File: config.mk
export PLATFORM = sky130hd
export DESIGN_NAME = io_hub
export DESIGN_NICKNAME = d
export VERILOG_FILES = /design/src/dma_pkg.sv /design/src/io_pkg.sv /design/src/hub_if.sv /design/src/io_hub.sv /design/src/dma_master.sv /design/src/io_regs.sv /design/src/sync_fifo.sv
export VERILOG_INCLUDE_DIRS = /design/src
export SDC_FILE = /design/constraint.sdc
export NUM_CORES = 1
export LEC_CHECK = 0
export ABC_AREA = 1
export BUFFER_PORTS_ARGS = -buffer_cell sky130_fd_sc_hd__buf_2
export CELL_PAD_IN_SITES_DETAIL_PLACEMENT = 1
export CELL_PAD_IN_SITES_GLOBAL_PLACEMENT = 1
export CORE_MARGIN = 1.5
export CORE_UTILIZATION = 45
export DETAILED_ROUTE_END_ITERATION = 6
export HOLD_SLACK_MARGIN = 0.15
export PLACE_DENSITY_LB_ADDON = 0.3
export SETUP_SLACK_MARGIN = 0.05
export SLEW_MARGIN = 20
export SYNTH_ARGS = -nofsm -noshare
export SYNTH_HDL_FRONTEND = slang
export SYNTH_HIERARCHICAL = 1
export SYNTH_SLANG_ARGS = --single-unit
File: constraint.sdc
create_clock -name clk -period 3.46 [get_ports clk]
set_input_delay 0.692 -clock clk [delete_from_list [all_inputs] [get_ports clk]]
set_output_delay 0.692 -clock clk [all_outputs]
set_load 0.005 [all_outputs]
File: src/hub_consts.svh
`ifndef HUB_CONSTS_SVH
`define HUB_CONSTS_SVH

// Width of sample words, register words and memory words
`define HUB_DATA_W 32

// Width of I/O register addresses and memory addresses
`define HUB_ADDR_W 16

// Capture FIFO entries
`define HUB_FIFO_DEPTH 8

// Width of the FIFO occupancy count (0 to depth)
`define HUB_LEVEL_W $clog2(`HUB_FIFO_DEPTH + 1)

// Number of mapped I/O registers, starting at address 1
`define HUB_REG_COUNT 5

`endif
File: src/dma_pkg.sv
`include "hub_consts.svh"

package dma_pkg;

	typedef logic [`HUB_ADDR_W-1:0] mem_addr_t;
	typedef logic [`HUB_DATA_W-1:0] mem_word_t;

	// DMA master FSM
	typedef enum logic [1:0] {
		DMA_IDLE,
		DMA_WRITE, // Words go out while the FIFO has data
		DMA_DONE   // Window finished, wait for run to drop
	} dma_state_e;

endpackage

File: src/io_pkg.sv
`include "hub_consts.svh"

package io_pkg;

	typedef logic [`HUB_DATA_W-1:0] reg_word_t;

	// I/O slave register map
	typedef enum logic [`HUB_ADDR_W-1:0] {
		REG_STATUS     = 1,
		REG_ADDR_FIRST = 2,
		REG_ADDR_END   = 3,
		REG_LEVEL      = 4,
		REG_DROPS      = 5
	} reg_addr_e;

	// Status word, MSB first
	typedef struct packed {
		logic [20:0] rsvd_hi;  // 31..11
		logic        empty;    // RO
		logic        full;     // RO
		logic        done;     // RO
		logic [4:0]  rsvd_mid; // 7..3
		logic        capture;  // RW
		logic        rsvd_lo;
		logic        run;      // RW
	} status_t;

endpackage

File: src/hub_if.sv
`timescale 1ns/1ps
`include "hub_consts.svh"

// ##########################################################################
// Register access bus, strobe/acknowledge

interface io_bus_if;
	logic                   stb;
	logic                   we;
	logic [`HUB_ADDR_W-1:0] addr;
	io_pkg::reg_word_t      wdata;
	logic                   ack;
	io_pkg::reg_word_t      rdata;

	modport master (
		output stb,
		output we,
		output addr,
		output wdata,
		input  ack,
		input  rdata
	);

	modport slave (
		input  stb,
		input  we,
		input  addr,
		input  wdata,
		output ack,
		output rdata
	);
endinterface

// ##########################################################################
// Memory write bus, cyc is the grant from outside

interface mem_bus_if;
	logic                cyc;
	logic                stb;
	logic                we;
	dma_pkg::mem_addr_t  addr;
	dma_pkg::mem_word_t  data;
	logic                ack;

	modport master (
		input  cyc,
		output stb,
		output we,
		output addr,
		output data,
		input  ack
	);

	modport slave (
		input  cyc,
		input  stb,
		input  we,
		input  addr,
		input  data,
		output ack
	);
endinterface

File: src/io_hub.sv
`timescale 1ns/1ps
`include "hub_consts.svh"

module io_hub (
	input  logic                   clk,
	input  logic                   rst,
	input  logic [`HUB_DATA_W-1:0] data_i,
	input  logic                   data_valid_i,
	input  logic                   io_stb_i,
	input  logic                   io_we_i,
	input  logic [`HUB_ADDR_W-1:0] io_addr_i,
	input  logic [`HUB_DATA_W-1:0] io_wdata_i,
	output logic                   io_ack_o,
	output logic [`HUB_DATA_W-1:0] io_data_o,
	input  logic                   mem_cyc_i,
	output logic                   mem_stb_o,
	output logic                   mem_we_o,
	output logic [`HUB_ADDR_W-1:0] mem_addr_o,
	output logic [`HUB_DATA_W-1:0] mem_data_o,
	input  logic                   mem_ack_i
);
	io_bus_if  io_bus ();
	mem_bus_if mem_bus ();

	logic                    fifo_push;
	logic                    fifo_pop;
	logic                    fifo_full;
	logic                    fifo_empty;
	logic [`HUB_LEVEL_W-1:0] fifo_level;
	dma_pkg::mem_word_t      fifo_dout;
	logic                    run;
	logic                    start;
	logic                    capture;
	logic                    dma_done;
	dma_pkg::mem_addr_t      addr_first;
	dma_pkg::mem_addr_t      addr_end;

	// ##########################################################################
	// Plain ports onto the internal buses

	assign io_bus.stb   = io_stb_i;
	assign io_bus.we    = io_we_i;
	assign io_bus.addr  = io_addr_i;
	assign io_bus.wdata = io_wdata_i;
	assign io_ack_o     = io_bus.ack;
	assign io_data_o    = io_bus.rdata;

	assign mem_bus.cyc  = mem_cyc_i;
	assign mem_bus.ack  = mem_ack_i;
	assign mem_stb_o    = mem_bus.stb;
	assign mem_we_o     = mem_bus.we;
	assign mem_addr_o   = mem_bus.addr;
	assign mem_data_o   = mem_bus.data;

	// Capture only while enabled, a full FIFO drops the word
	assign fifo_push = data_valid_i && capture && !fifo_full;

	sync_fifo #(
		.DEPTH(`HUB_FIFO_DEPTH)
	) fifo0 (
		.clk     (clk),
		.rst     (rst),
		.push_i  (fifo_push),
		.din_i   (data_i),
		.pop_i   (fifo_pop),
		.dout_o  (fifo_dout),
		.full_o  (fifo_full),
		.empty_o (fifo_empty),
		.level_o (fifo_level)
	);

	io_regs regs0 (
		.clk          (clk),
		.rst          (rst),
		.bus          (io_bus.slave),
		.data_valid_i (data_valid_i),
		.fifo_full_i  (fifo_full),
		.fifo_empty_i (fifo_empty),
		.fifo_level_i (fifo_level),
		.dma_done_i   (dma_done),
		.run_o        (run),
		.start_o      (start),
		.capture_o    (capture),
		.addr_first_o (addr_first),
		.addr_end_o   (addr_end)
	);

	dma_master dma0 (
		.clk          (clk),
		.rst          (rst),
		.mem          (mem_bus.master),
		.start_i      (start),
		.run_i        (run),
		.addr_first_i (addr_first),
		.addr_end_i   (addr_end),
		.fifo_empty_i (fifo_empty),
		.fifo_dout_i  (fifo_dout),
		.fifo_pop_o   (fifo_pop),
		.done_o       (dma_done)
	);

endmodule

File: src/dma_master.sv
`timescale 1ns/1ps

module dma_master (
	input  logic               clk,
	input  logic               rst,
	mem_bus_if.master          mem,
	input  logic               start_i,
	input  logic               run_i,
	input  dma_pkg::mem_addr_t addr_first_i,
	input  dma_pkg::mem_addr_t addr_end_i,
	input  logic               fifo_empty_i,
	input  dma_pkg::mem_word_t fifo_dout_i,
	output logic               fifo_pop_o,
	output logic               done_o
);
	dma_pkg::dma_state_e state;
	dma_pkg::mem_addr_t  count;     // Words written since start
	dma_pkg::mem_addr_t  cur_addr;
	logic                beat_done;
	logic                last_word;

	// ##########################################################################
	// Bus side

	assign cur_addr  = addr_first_i + count;
	assign last_word = (cur_addr == addr_end_i);

	// Strobe drops with the grant or an empty FIFO, count is kept
	assign mem.stb   = (state == dma_pkg::DMA_WRITE) && mem.cyc && !fifo_empty_i;
	assign mem.we    = mem.stb;
	assign mem.addr  = cur_addr;
	assign mem.data  = fifo_dout_i; // Head stays put until the pop

	assign beat_done  = mem.stb && mem.ack;
	assign fifo_pop_o = beat_done;

	// ##########################################################################
	// FSM

	always_ff @(posedge clk) begin
		if (rst) begin
			state  <= dma_pkg::DMA_IDLE;
			count  <= '0;
			done_o <= 1'b0;
		end else begin
			case (state)
				dma_pkg::DMA_IDLE: begin
					if (start_i) begin
						state  <= dma_pkg::DMA_WRITE;
						count  <= '0;
						done_o <= 1'b0;
					end
				end
				dma_pkg::DMA_WRITE: begin
					if (beat_done) begin
						count <= count + 1'b1;
						if (last_word) begin
							state  <= dma_pkg::DMA_DONE;
							done_o <= 1'b1;
						end
					end
					// Clearing run aborts, a word completing now is still counted
					if (!run_i)
						state <= dma_pkg::DMA_IDLE;
				end
				dma_pkg::DMA_DONE: begin
					if (!run_i)
						state <= dma_pkg::DMA_IDLE; // done stays until next start
				end
				default: state <= dma_pkg::DMA_IDLE;
			endcase
		end
	end

endmodule

File: src/io_regs.sv
`timescale 1ns/1ps
`include "hub_consts.svh"

module io_regs (
	input  logic                    clk,
	input  logic                    rst,
	io_bus_if.slave                 bus,
	input  logic                    data_valid_i,
	input  logic                    fifo_full_i,
	input  logic                    fifo_empty_i,
	input  logic [`HUB_LEVEL_W-1:0] fifo_level_i,
	input  logic                    dma_done_i,
	output logic                    run_o,
	output logic                    start_o,
	output logic                    capture_o,
	output dma_pkg::mem_addr_t      addr_first_o,
	output dma_pkg::mem_addr_t      addr_end_o
);
	localparam logic [`HUB_ADDR_W-1:0] LAST_REG = `HUB_REG_COUNT;

	logic              ack_q;
	logic              take;
	logic              addr_hit;
	logic              wr_en;
	io_pkg::status_t   wr_status;
	io_pkg::status_t   rd_status;
	io_pkg::reg_word_t drops;
	io_pkg::reg_word_t rd_word;
	io_pkg::reg_word_t rdata_q;

	assign take      = bus.stb && !ack_q; // First cycle of a request
	assign addr_hit  = (bus.addr != '0) && (bus.addr <= LAST_REG);
	assign wr_en     = take && bus.we && addr_hit;
	assign wr_status = io_pkg::status_t'(bus.wdata);

	// ##########################################################################
	// Read multiplexer

	always_comb begin
		rd_status         = '0;
		rd_status.run     = run_o;
		rd_status.capture = capture_o;
		rd_status.done    = dma_done_i;
		rd_status.full    = fifo_full_i;
		rd_status.empty   = fifo_empty_i;
		case (bus.addr)
			io_pkg::REG_STATUS:     rd_word = rd_status;
			io_pkg::REG_ADDR_FIRST: rd_word = io_pkg::reg_word_t'(addr_first_o);
			io_pkg::REG_ADDR_END:   rd_word = io_pkg::reg_word_t'(addr_end_o);
			io_pkg::REG_LEVEL:      rd_word = io_pkg::reg_word_t'(fifo_level_i);
			io_pkg::REG_DROPS:      rd_word = drops;
			default:                rd_word = '0;
		endcase
	end

	// ##########################################################################
	// Control registers and handshake

	always_ff @(posedge clk) begin
		if (rst) begin
			ack_q        <= 1'b0;
			start_o      <= 1'b0;
			run_o        <= 1'b0;
			capture_o    <= 1'b0;
			addr_first_o <= '0;
			addr_end_o   <= '0;
			drops        <= '0;
		end else begin
			ack_q   <= bus.stb; // Falls the cycle after stb falls
			start_o <= 1'b0;
			if (wr_en) begin
				case (bus.addr)
					io_pkg::REG_STATUS: begin
						run_o     <= wr_status.run;
						capture_o <= wr_status.capture;
						start_o   <= wr_status.run && !run_o;
					end
					io_pkg::REG_ADDR_FIRST: addr_first_o <= dma_pkg::mem_addr_t'(bus.wdata);
					io_pkg::REG_ADDR_END:   addr_end_o   <= dma_pkg::mem_addr_t'(bus.wdata);
					default: ; // Level and drops are read-only
				endcase
			end
			if (data_valid_i && capture_o && fifo_full_i)
				drops <= drops + 1'b1;
		end
	end

	always_ff @(posedge clk) begin
		if (rst)
			rdata_q <= '0;
		else if (take)
			rdata_q <= rd_word;
	end

	assign bus.ack   = ack_q;
	assign bus.rdata = rdata_q;

endmodule

File: src/sync_fifo.sv
`timescale 1ns/1ps
`include "hub_consts.svh"

module sync_fifo #(
	parameter int DEPTH = `HUB_FIFO_DEPTH
) (
	input  logic                       clk,
	input  logic                       rst,
	input  logic                       push_i,
	input  dma_pkg::mem_word_t         din_i,
	input  logic                       pop_i,
	output dma_pkg::mem_word_t         dout_o,
	output logic                       full_o,
	output logic                       empty_o,
	output logic [$clog2(DEPTH+1)-1:0] level_o
);
	localparam int PTR_W = (DEPTH > 1) ? $clog2(DEPTH) : 1;
	localparam int LVL_W = $clog2(DEPTH + 1);

	dma_pkg::mem_word_t mem [DEPTH];
	logic [PTR_W-1:0]   wr_ptr;
	logic [PTR_W-1:0]   rd_ptr;
	logic [LVL_W-1:0]   count;
	logic               do_push;
	logic               do_pop;

	// Pointer advance with wrap for any depth
	function automatic logic [PTR_W-1:0] ptr_next(input logic [PTR_W-1:0] p);
		return (p == PTR_W'(DEPTH - 1)) ? '0 : p + 1'b1;
	endfunction

	assign do_push = push_i && !full_o;
	assign do_pop  = pop_i && !empty_o;

	always_ff @(posedge clk) begin
		if (do_push)
			mem[wr_ptr] <= din_i;
	end

	always_ff @(posedge clk) begin
		if (rst) begin
			wr_ptr <= '0;
			rd_ptr <= '0;
			count  <= '0;
		end else begin
			if (do_push)
				wr_ptr <= ptr_next(wr_ptr);
			if (do_pop)
				rd_ptr <= ptr_next(rd_ptr);
			case ({do_push, do_pop})
				2'b10:   count <= count + 1'b1;
				2'b01:   count <= count - 1'b1;
				default: count <= count; // Both or neither
			endcase
		end
	end

	assign dout_o  = mem[rd_ptr]; // Head word, no read latency
	assign full_o  = (count == LVL_W'(DEPTH));
	assign empty_o = (count == '0);
	assign level_o = count;

endmodule

* Yosys cells after proc, flatten, opt, wreduce, memory -nomap -nowiden
Memory sizes are Yosys's and may differ from the RTL's. A register that Yosys moved wholly into a read port is not among the register bits.
Cells that the tools add are included.
** Storage, ports and cells
- Register bits :: 129
- Bits in writable memories :: 256
- Bits of input ports :: 87
- Output and inout port bits :: 83
- Word-level logic and storage cells :: 94
- Memories :: 1
** Operators by class
- Add/subtract/negate cells :: 7
- $lt $le $gt $ge :: 1
- Equal/unequal tests :: 19
- Multiplexer cells :: 21
- Bitwise logic cells :: 2
- Reduce and logical (&&, ||, !) cells :: 29
** Memories
- fifo0.mem :: words 8, bits a word 32, rd ports 1, clocked after memory_dff 1, wr ports 1, line sync_fifo.sv:20 : dma_pkg::mem_word_t mem [DEPTH];
** Operators with widths (count)
- case mux 32 bit (5 select lines) :: 1
- adder 32 x 1 -> 32 bit (second input constant) :: 1
- equality test 16 x 2 -> 1 bit (second input constant) :: 2
- equality test 16 x 3 -> 1 bit (second input constant) :: 2
- 2-to-1 mux 16 bit :: 2
- case mux 16 bit (2 select lines) :: 1
- adder 16 x 1 -> 16 bit (second input constant) :: 1
- adder 16 bit :: 1
- equality test 16 x 1 -> 1 bit (second input constant) :: 1
- equality test 16 bit :: 1
- less-or-equal comparator 16 x 3 -> 1 bit (second input constant) :: 1
- nonzero test 16 bit :: 1
- logical AND 1 bit :: 13
- 2-to-1 mux 3 bit :: 4
- 2-to-1 mux 2 bit :: 5
- case mux 4 bit (2 select lines) :: 1
- AND reduction 4 bit :: 2
- adder 3 x 1 -> 3 bit (second input constant) :: 2
- equality test 3 bit (second input constant) :: 2
- inequality test 2 bit (second input constant) :: 3
- case mux 2 bit (3 select lines) :: 1
- AND reduction 2 bit :: 3
- 2-to-1 mux 1 bit :: 5
- adder 4 x 1 -> 4 bit (second input constant) :: 1
- other kinds (15) :: 22

* Depth between registers and ports, before layout
- Depth in word-level cells :: 7
- Gate-level depth with buffers :: 18
- Gate-level depth less buffers :: 18

* Modules after synthesis
The synthesis kept the hierarchy.
** Modules (own cells, without submodules)
- sync_fifo :: times used 1, cells each 815, area an instance 10647.7 um^2
- io_regs :: times used 1, cells each 778, area an instance 5058.6 um^2
- dma_master :: times used 1, cells each 404, area an instance 2439.8 um^2
- io_hub :: times used 1, cells each 2, area an instance 10.0 um^2

* Worst setup path after synthesis
No wires, ideal clock.
- Path kind :: in2reg
- From :: input port data_valid_i
- To :: memory fifo0/mem[1][0] in the netlist's numbering, enable pin
- Library setup time :: 421 ps
- Arrival time :: 2566 ps
- Setup slack :: 473 ps
- Cell stages on the path :: 6
- Path buffers :: 0
- Path through :: nand2_1 > nor2_2 > nand2_1 > nor2_1 > inv_1 > nor2_1
** Between the ends
- Word-level cells in the longest chain between the ends :: 5
** Ends and longest elaborated chain
- start: declaration :: line io_hub.sv:8 : input logic data_valid_i,
- logical AND 1 bit (2 in a row) :: line io_hub.sv:56 : assign fifo_push = data_valid_i && capture && !fifo_full;
- via fifo_push :: line io_hub.sv:25 : logic fifo_push;
- logical AND 1 bit :: line sync_fifo.sv:32 : assign do_push = push_i && !full_o;
- 2-to-1 mux 1 bit :: line sync_fifo.sv:36 : if (do_push)
- 2-to-1 mux 1 bit (not written as such) :: line sync_fifo.sv:37 : mem[wr_ptr] <= din_i;
- end: declaration :: line sync_fifo.sv:20
The timed path passes the listed nets, and every way through them passes these cells.

* Worst setup path after layout
- From :: register dma0.count[0]
- To :: output port mem_addr_o[10]
** Between the ends
- Word-level cells in the longest chain between the ends :: 1
** Ends and longest elaborated chain
- start: declaration :: line dma_master.sv:17 : dma_pkg::mem_addr_t count;
- start signal: assignment :: line dma_master.sv:56 : count <= count + 1'b1;
- adder 16 bit :: line dma_master.sv:25 : assign cur_addr = addr_first_i + count;
- end: declaration :: line io_hub.sv:18 : output logic [`HUB_ADDR_W-1:0] mem_addr_o,
Every way passes these cells.

==> summary.md <==
| Metric | Value |
|---|---|
| RR Endpoint | dma0/state[0] |
| Post-cts resize count | 0 |
| Die Ht | 204 um |
| 1st-pass router iterations | 5 |
| Global-route wire length before repair | 78.7 mm |
| Sequential area share after synthesis | 0.569 |
| Pwr Total | 9.73 mW |
| Final Hold Fails | 0 |
| Status | complete, no violations |
| Worst setup path category | flop to output port |
| CTS tree | done |
| VDD IR max | 0.313 mV |
| Worst slew margin | 0.358 |
| Core Rows | 73 |
| DR vias/cell | 5.32 |
| Synth Register Bits | 388 |
| Max-cap violations | 0 |
| Initial Utilization | 0.457 |
| Worst Tran Pin Value | 0.962 ns |
| CTS H-tree lvls | 2 |
| Pwr dens | 473 nW/um2 |
| Maximum fanout along the worst path | 5 |
| Post-synth EDFFs | 256 |
| Netlist Area Pre-Place | 18200 um2 |
| Avg Inst Size Synth | 9.08 um2 |
| Wire per inst | 18.8 um |
| Tcrit/Tclk final | 0.921 |
| CTS Root Cell | clkbuf_16 |
| CTS hold repair buffers | 0 |
| Yosys cell types | 53 |
| GP Congestion | 0.839 |
| Largest family of logic cells by synthesized area | simple AND/OR/NAND/NOR gates |
| Compound-Gate Fraction of Synth Area | 0.0820 |
| Clk_skew | 0.0216 ns |
| R2r setup slk | 0.75 ns |
| Drt total wl | 50.2 mm |
| P&R area growth vs syn | 13.4% |
| Most used DFF post-synth | edfxtp_1 |
| Hold Path Depth | 3 |
| Number of top-level pins | 170 |
| Synth Area in Adders | 0.0176 |
| Largest net degree at the start of global routing | 97 |
| Min-delay src | io_stb_i |
| Remaining DRCs | 0 |
| Peak Freq | 0.314 GHz |
| Total track usage | 0.242 |
| Post-DRT Antenna Nets | 0 |
| Final setup TNS | 0 ns |
| Startpoint Class | flop |
| Slew Limit Fails | 0 |
| Core area | 39700 um2 |
| Async S/R FF share, synth | 0 |
| Post-Synth XOR/XNOR Area | 0.0103 |
| DR vias | 14.2k |
| YS warnings | 6 |
| Post-synth net total | 2111 |
| CP arrival | 2.49 ns |
| Buffers on Ports | 153 |
| DP HPWL | 32.4 mm |
| Critical path required time | 2.77 ns |
| RSZ-0062 raised after global routing | false |
| Post-CTS Setup Bufs | 0 |
| Share of cells above drive strength 1 | 0.135 |
| Nets | 2216 |
| Vias in the first global route | 14.8k |
| CTS clk-pin slew, worst paths | 0.06 ns |
| Cells after Synth | 1999 |
| Number of DRC markers in iteration 0 | 638 |
| Most common cell after layout, fill and taps aside | nand2_1 |
| Fillcell total | 4623 |
| Min-Delay Endpoint | regs0/bus.ack |
| Fin crit period | 3.19 ns |
| FF-to-FF path depth | 16 |
| Most frequent cells in the layout | 450 x nand2_1, 256 x edfxtp_1, 249 x nor2_1 |
| Chip Width | 204 um |
| Die Area | 41600 um2 |
| Mux contribution to synthesized area | 0.0176 |
| Total gr overflow | 0 |
| Final setup vio count | 0 |
| Reg-to-reg startpoint | dma0/count[0] |
| Critical Path Sink Type | output port |
| Worst-Skew Late Latency | 0.57 ns |
| Simple-Gate Fraction of Synth Area | 0.219 |
| CTS max path bufs | 3 |
| Clock Sinks | 388 |
| CTS buffer count | 43 |
| Leak | 8.23 nW |
| Hold Crit Class | input pin to flop |
| Initial antenna violation count | 6 |
flip-flops by register name, summed over array words and instances, names as in the netlist, 2 cells and up, named ones only:
name / count
dma0/count: 16
dma0/state: 2
regs0/bus.rdata: 32
fifo0/mem: 256
regs0/drops: 32
fifo0/level_o: 4
fifo0/wr_ptr: 3
fifo0/rd_ptr: 3
regs0/addr_first_o: 16
regs0/addr_end_o: 16
metal layers:
metal  routed length (um)  up-vias  GRT usage
met1                21100     6956      0.294
met3                 2330       86     0.0458
met4                 1170       10     0.0725
met2                25500      268      0.434
li1                     -     6858          -
met5                   68        -          0
power breakdown:
part	internal (mW)	leakage [nW]	switching (mW)
logic	0.0522	4.15	0.133
clock network	2.73	0.713	1.89
registers	4.93	3.36	0.00121
total	7.71	8.23	2.02
worst max path at each step:
stage               cells after the start                endpoint  slack [ns]             startpoint
finish                                 11          mem_addr_o[10]        0.27          dma0/count[0]
global route                           11          mem_addr_o[14]         0.1  regs0/addr_first_o[0]
CTS                                    10          mem_addr_o[10]        0.24          dma0/count[0]
detailed placement                     12  regs0/addr_first_o[14]        0.63          io_addr_i[15]
global placement                       12    regs0/addr_end_o[15]        0.69          io_addr_i[13]
floorplan                               6         fifo0/mem[1][0]        0.47           data_valid_i
final cells by class:
class	count	area (um2)	area share
clock buffers	59	1190	0.0576
flip-flops and latches	388	10300	0.502
well taps	525	657	0.0319
repair buffers	177	996	0.0484
multi-input cells	1278	6350	0.309
inverters	216	811	0.0394
clock inverters	21	241	0.0117
diodes	2	5.00	0.000243
cells by family after synthesis:
group / Yosys count
and+or+nand+nor: 922
buffers and inverters: 333
AOI/OAI and AO/OA: 281
muxes: 32
adders and majority gates: 25
DFF: 388
xor gates and xnor gates: 18
synthesized netlist by cell type (2+ instances only):
cell	n	area, um2
edfxtp_1	256	7690
nor2_1	257	965
buf_8	2	30.0
ha_1	24	300
xnor2_1	4	35.0
o21bai_1	2	15.0
a211oi_1	5	37.5
a21oi_1	80	400
nor2_4	5	56.3
inv_2	3	11.3
buf_4	46	345
a31oi_1	2	12.5
nor3_1	15	75.1
or2_0	2	12.5
nand3_1	106	531
clkinv_1	2	7.51
xor2_1	12	105
nand4_1	50	313
clkbuf_2	4	20.0
buf_2	25	125
o21ai_1	24	120
dfxtp_1	132	2640
nand3_2	3	30.0
o21a_1	3	22.5
o22ai_1	32	200
mux2i_1	32	320
nand2_1	450	1690
nor3b_1	3	22.5
and2_1	3	18.8
and3_1	2	12.5
nand2_4	3	33.8
inv_1	211	792
buf_6	5	56.3
o21ai_0	130	651
buf_1	3	11.3
nor2_2	8	50.1
nand3b_1	4	30.0
nand3_4	3	52.6
nand2_2	2	12.5
clkbuf_1	31	116
metrics by stage:
step / area [um2] / std cells / worst slack (ns) / utilization / hold WS, ns
after floorplan: 18200 / 1999 / 0.473 / - / 0.430
after global placement: 19200 / 2584 / 0.689 / 0.482 / 0.451
after detailed placement: 19200 / 2584 / 0.626 / 0.482 / 0.456
after CTS: 20600 / 2664 / 0.236 / 0.518 / 0.329
after global routing: 20600 / 2664 / 0.0959 / 0.518 / 0.365
final: 20600 / 2666 / 0.274 / 0.518 / 0.352
worst max-delay path, stage by stage, from the launching register on:
cell and delay, ns:
dfxtp_1 0.35, ha_1 0.25, fa_1 0.43, nand2_1 0.10
nand2_1 0.06, nand3_1 0.07, nand2_1 0.14, nand2_1 0.12
nand2_1 0.06, nand2_1 0.10, nand2_1 0.10, buf_2 0.14
Note: power is estimated with default switching activity, not from simulation.
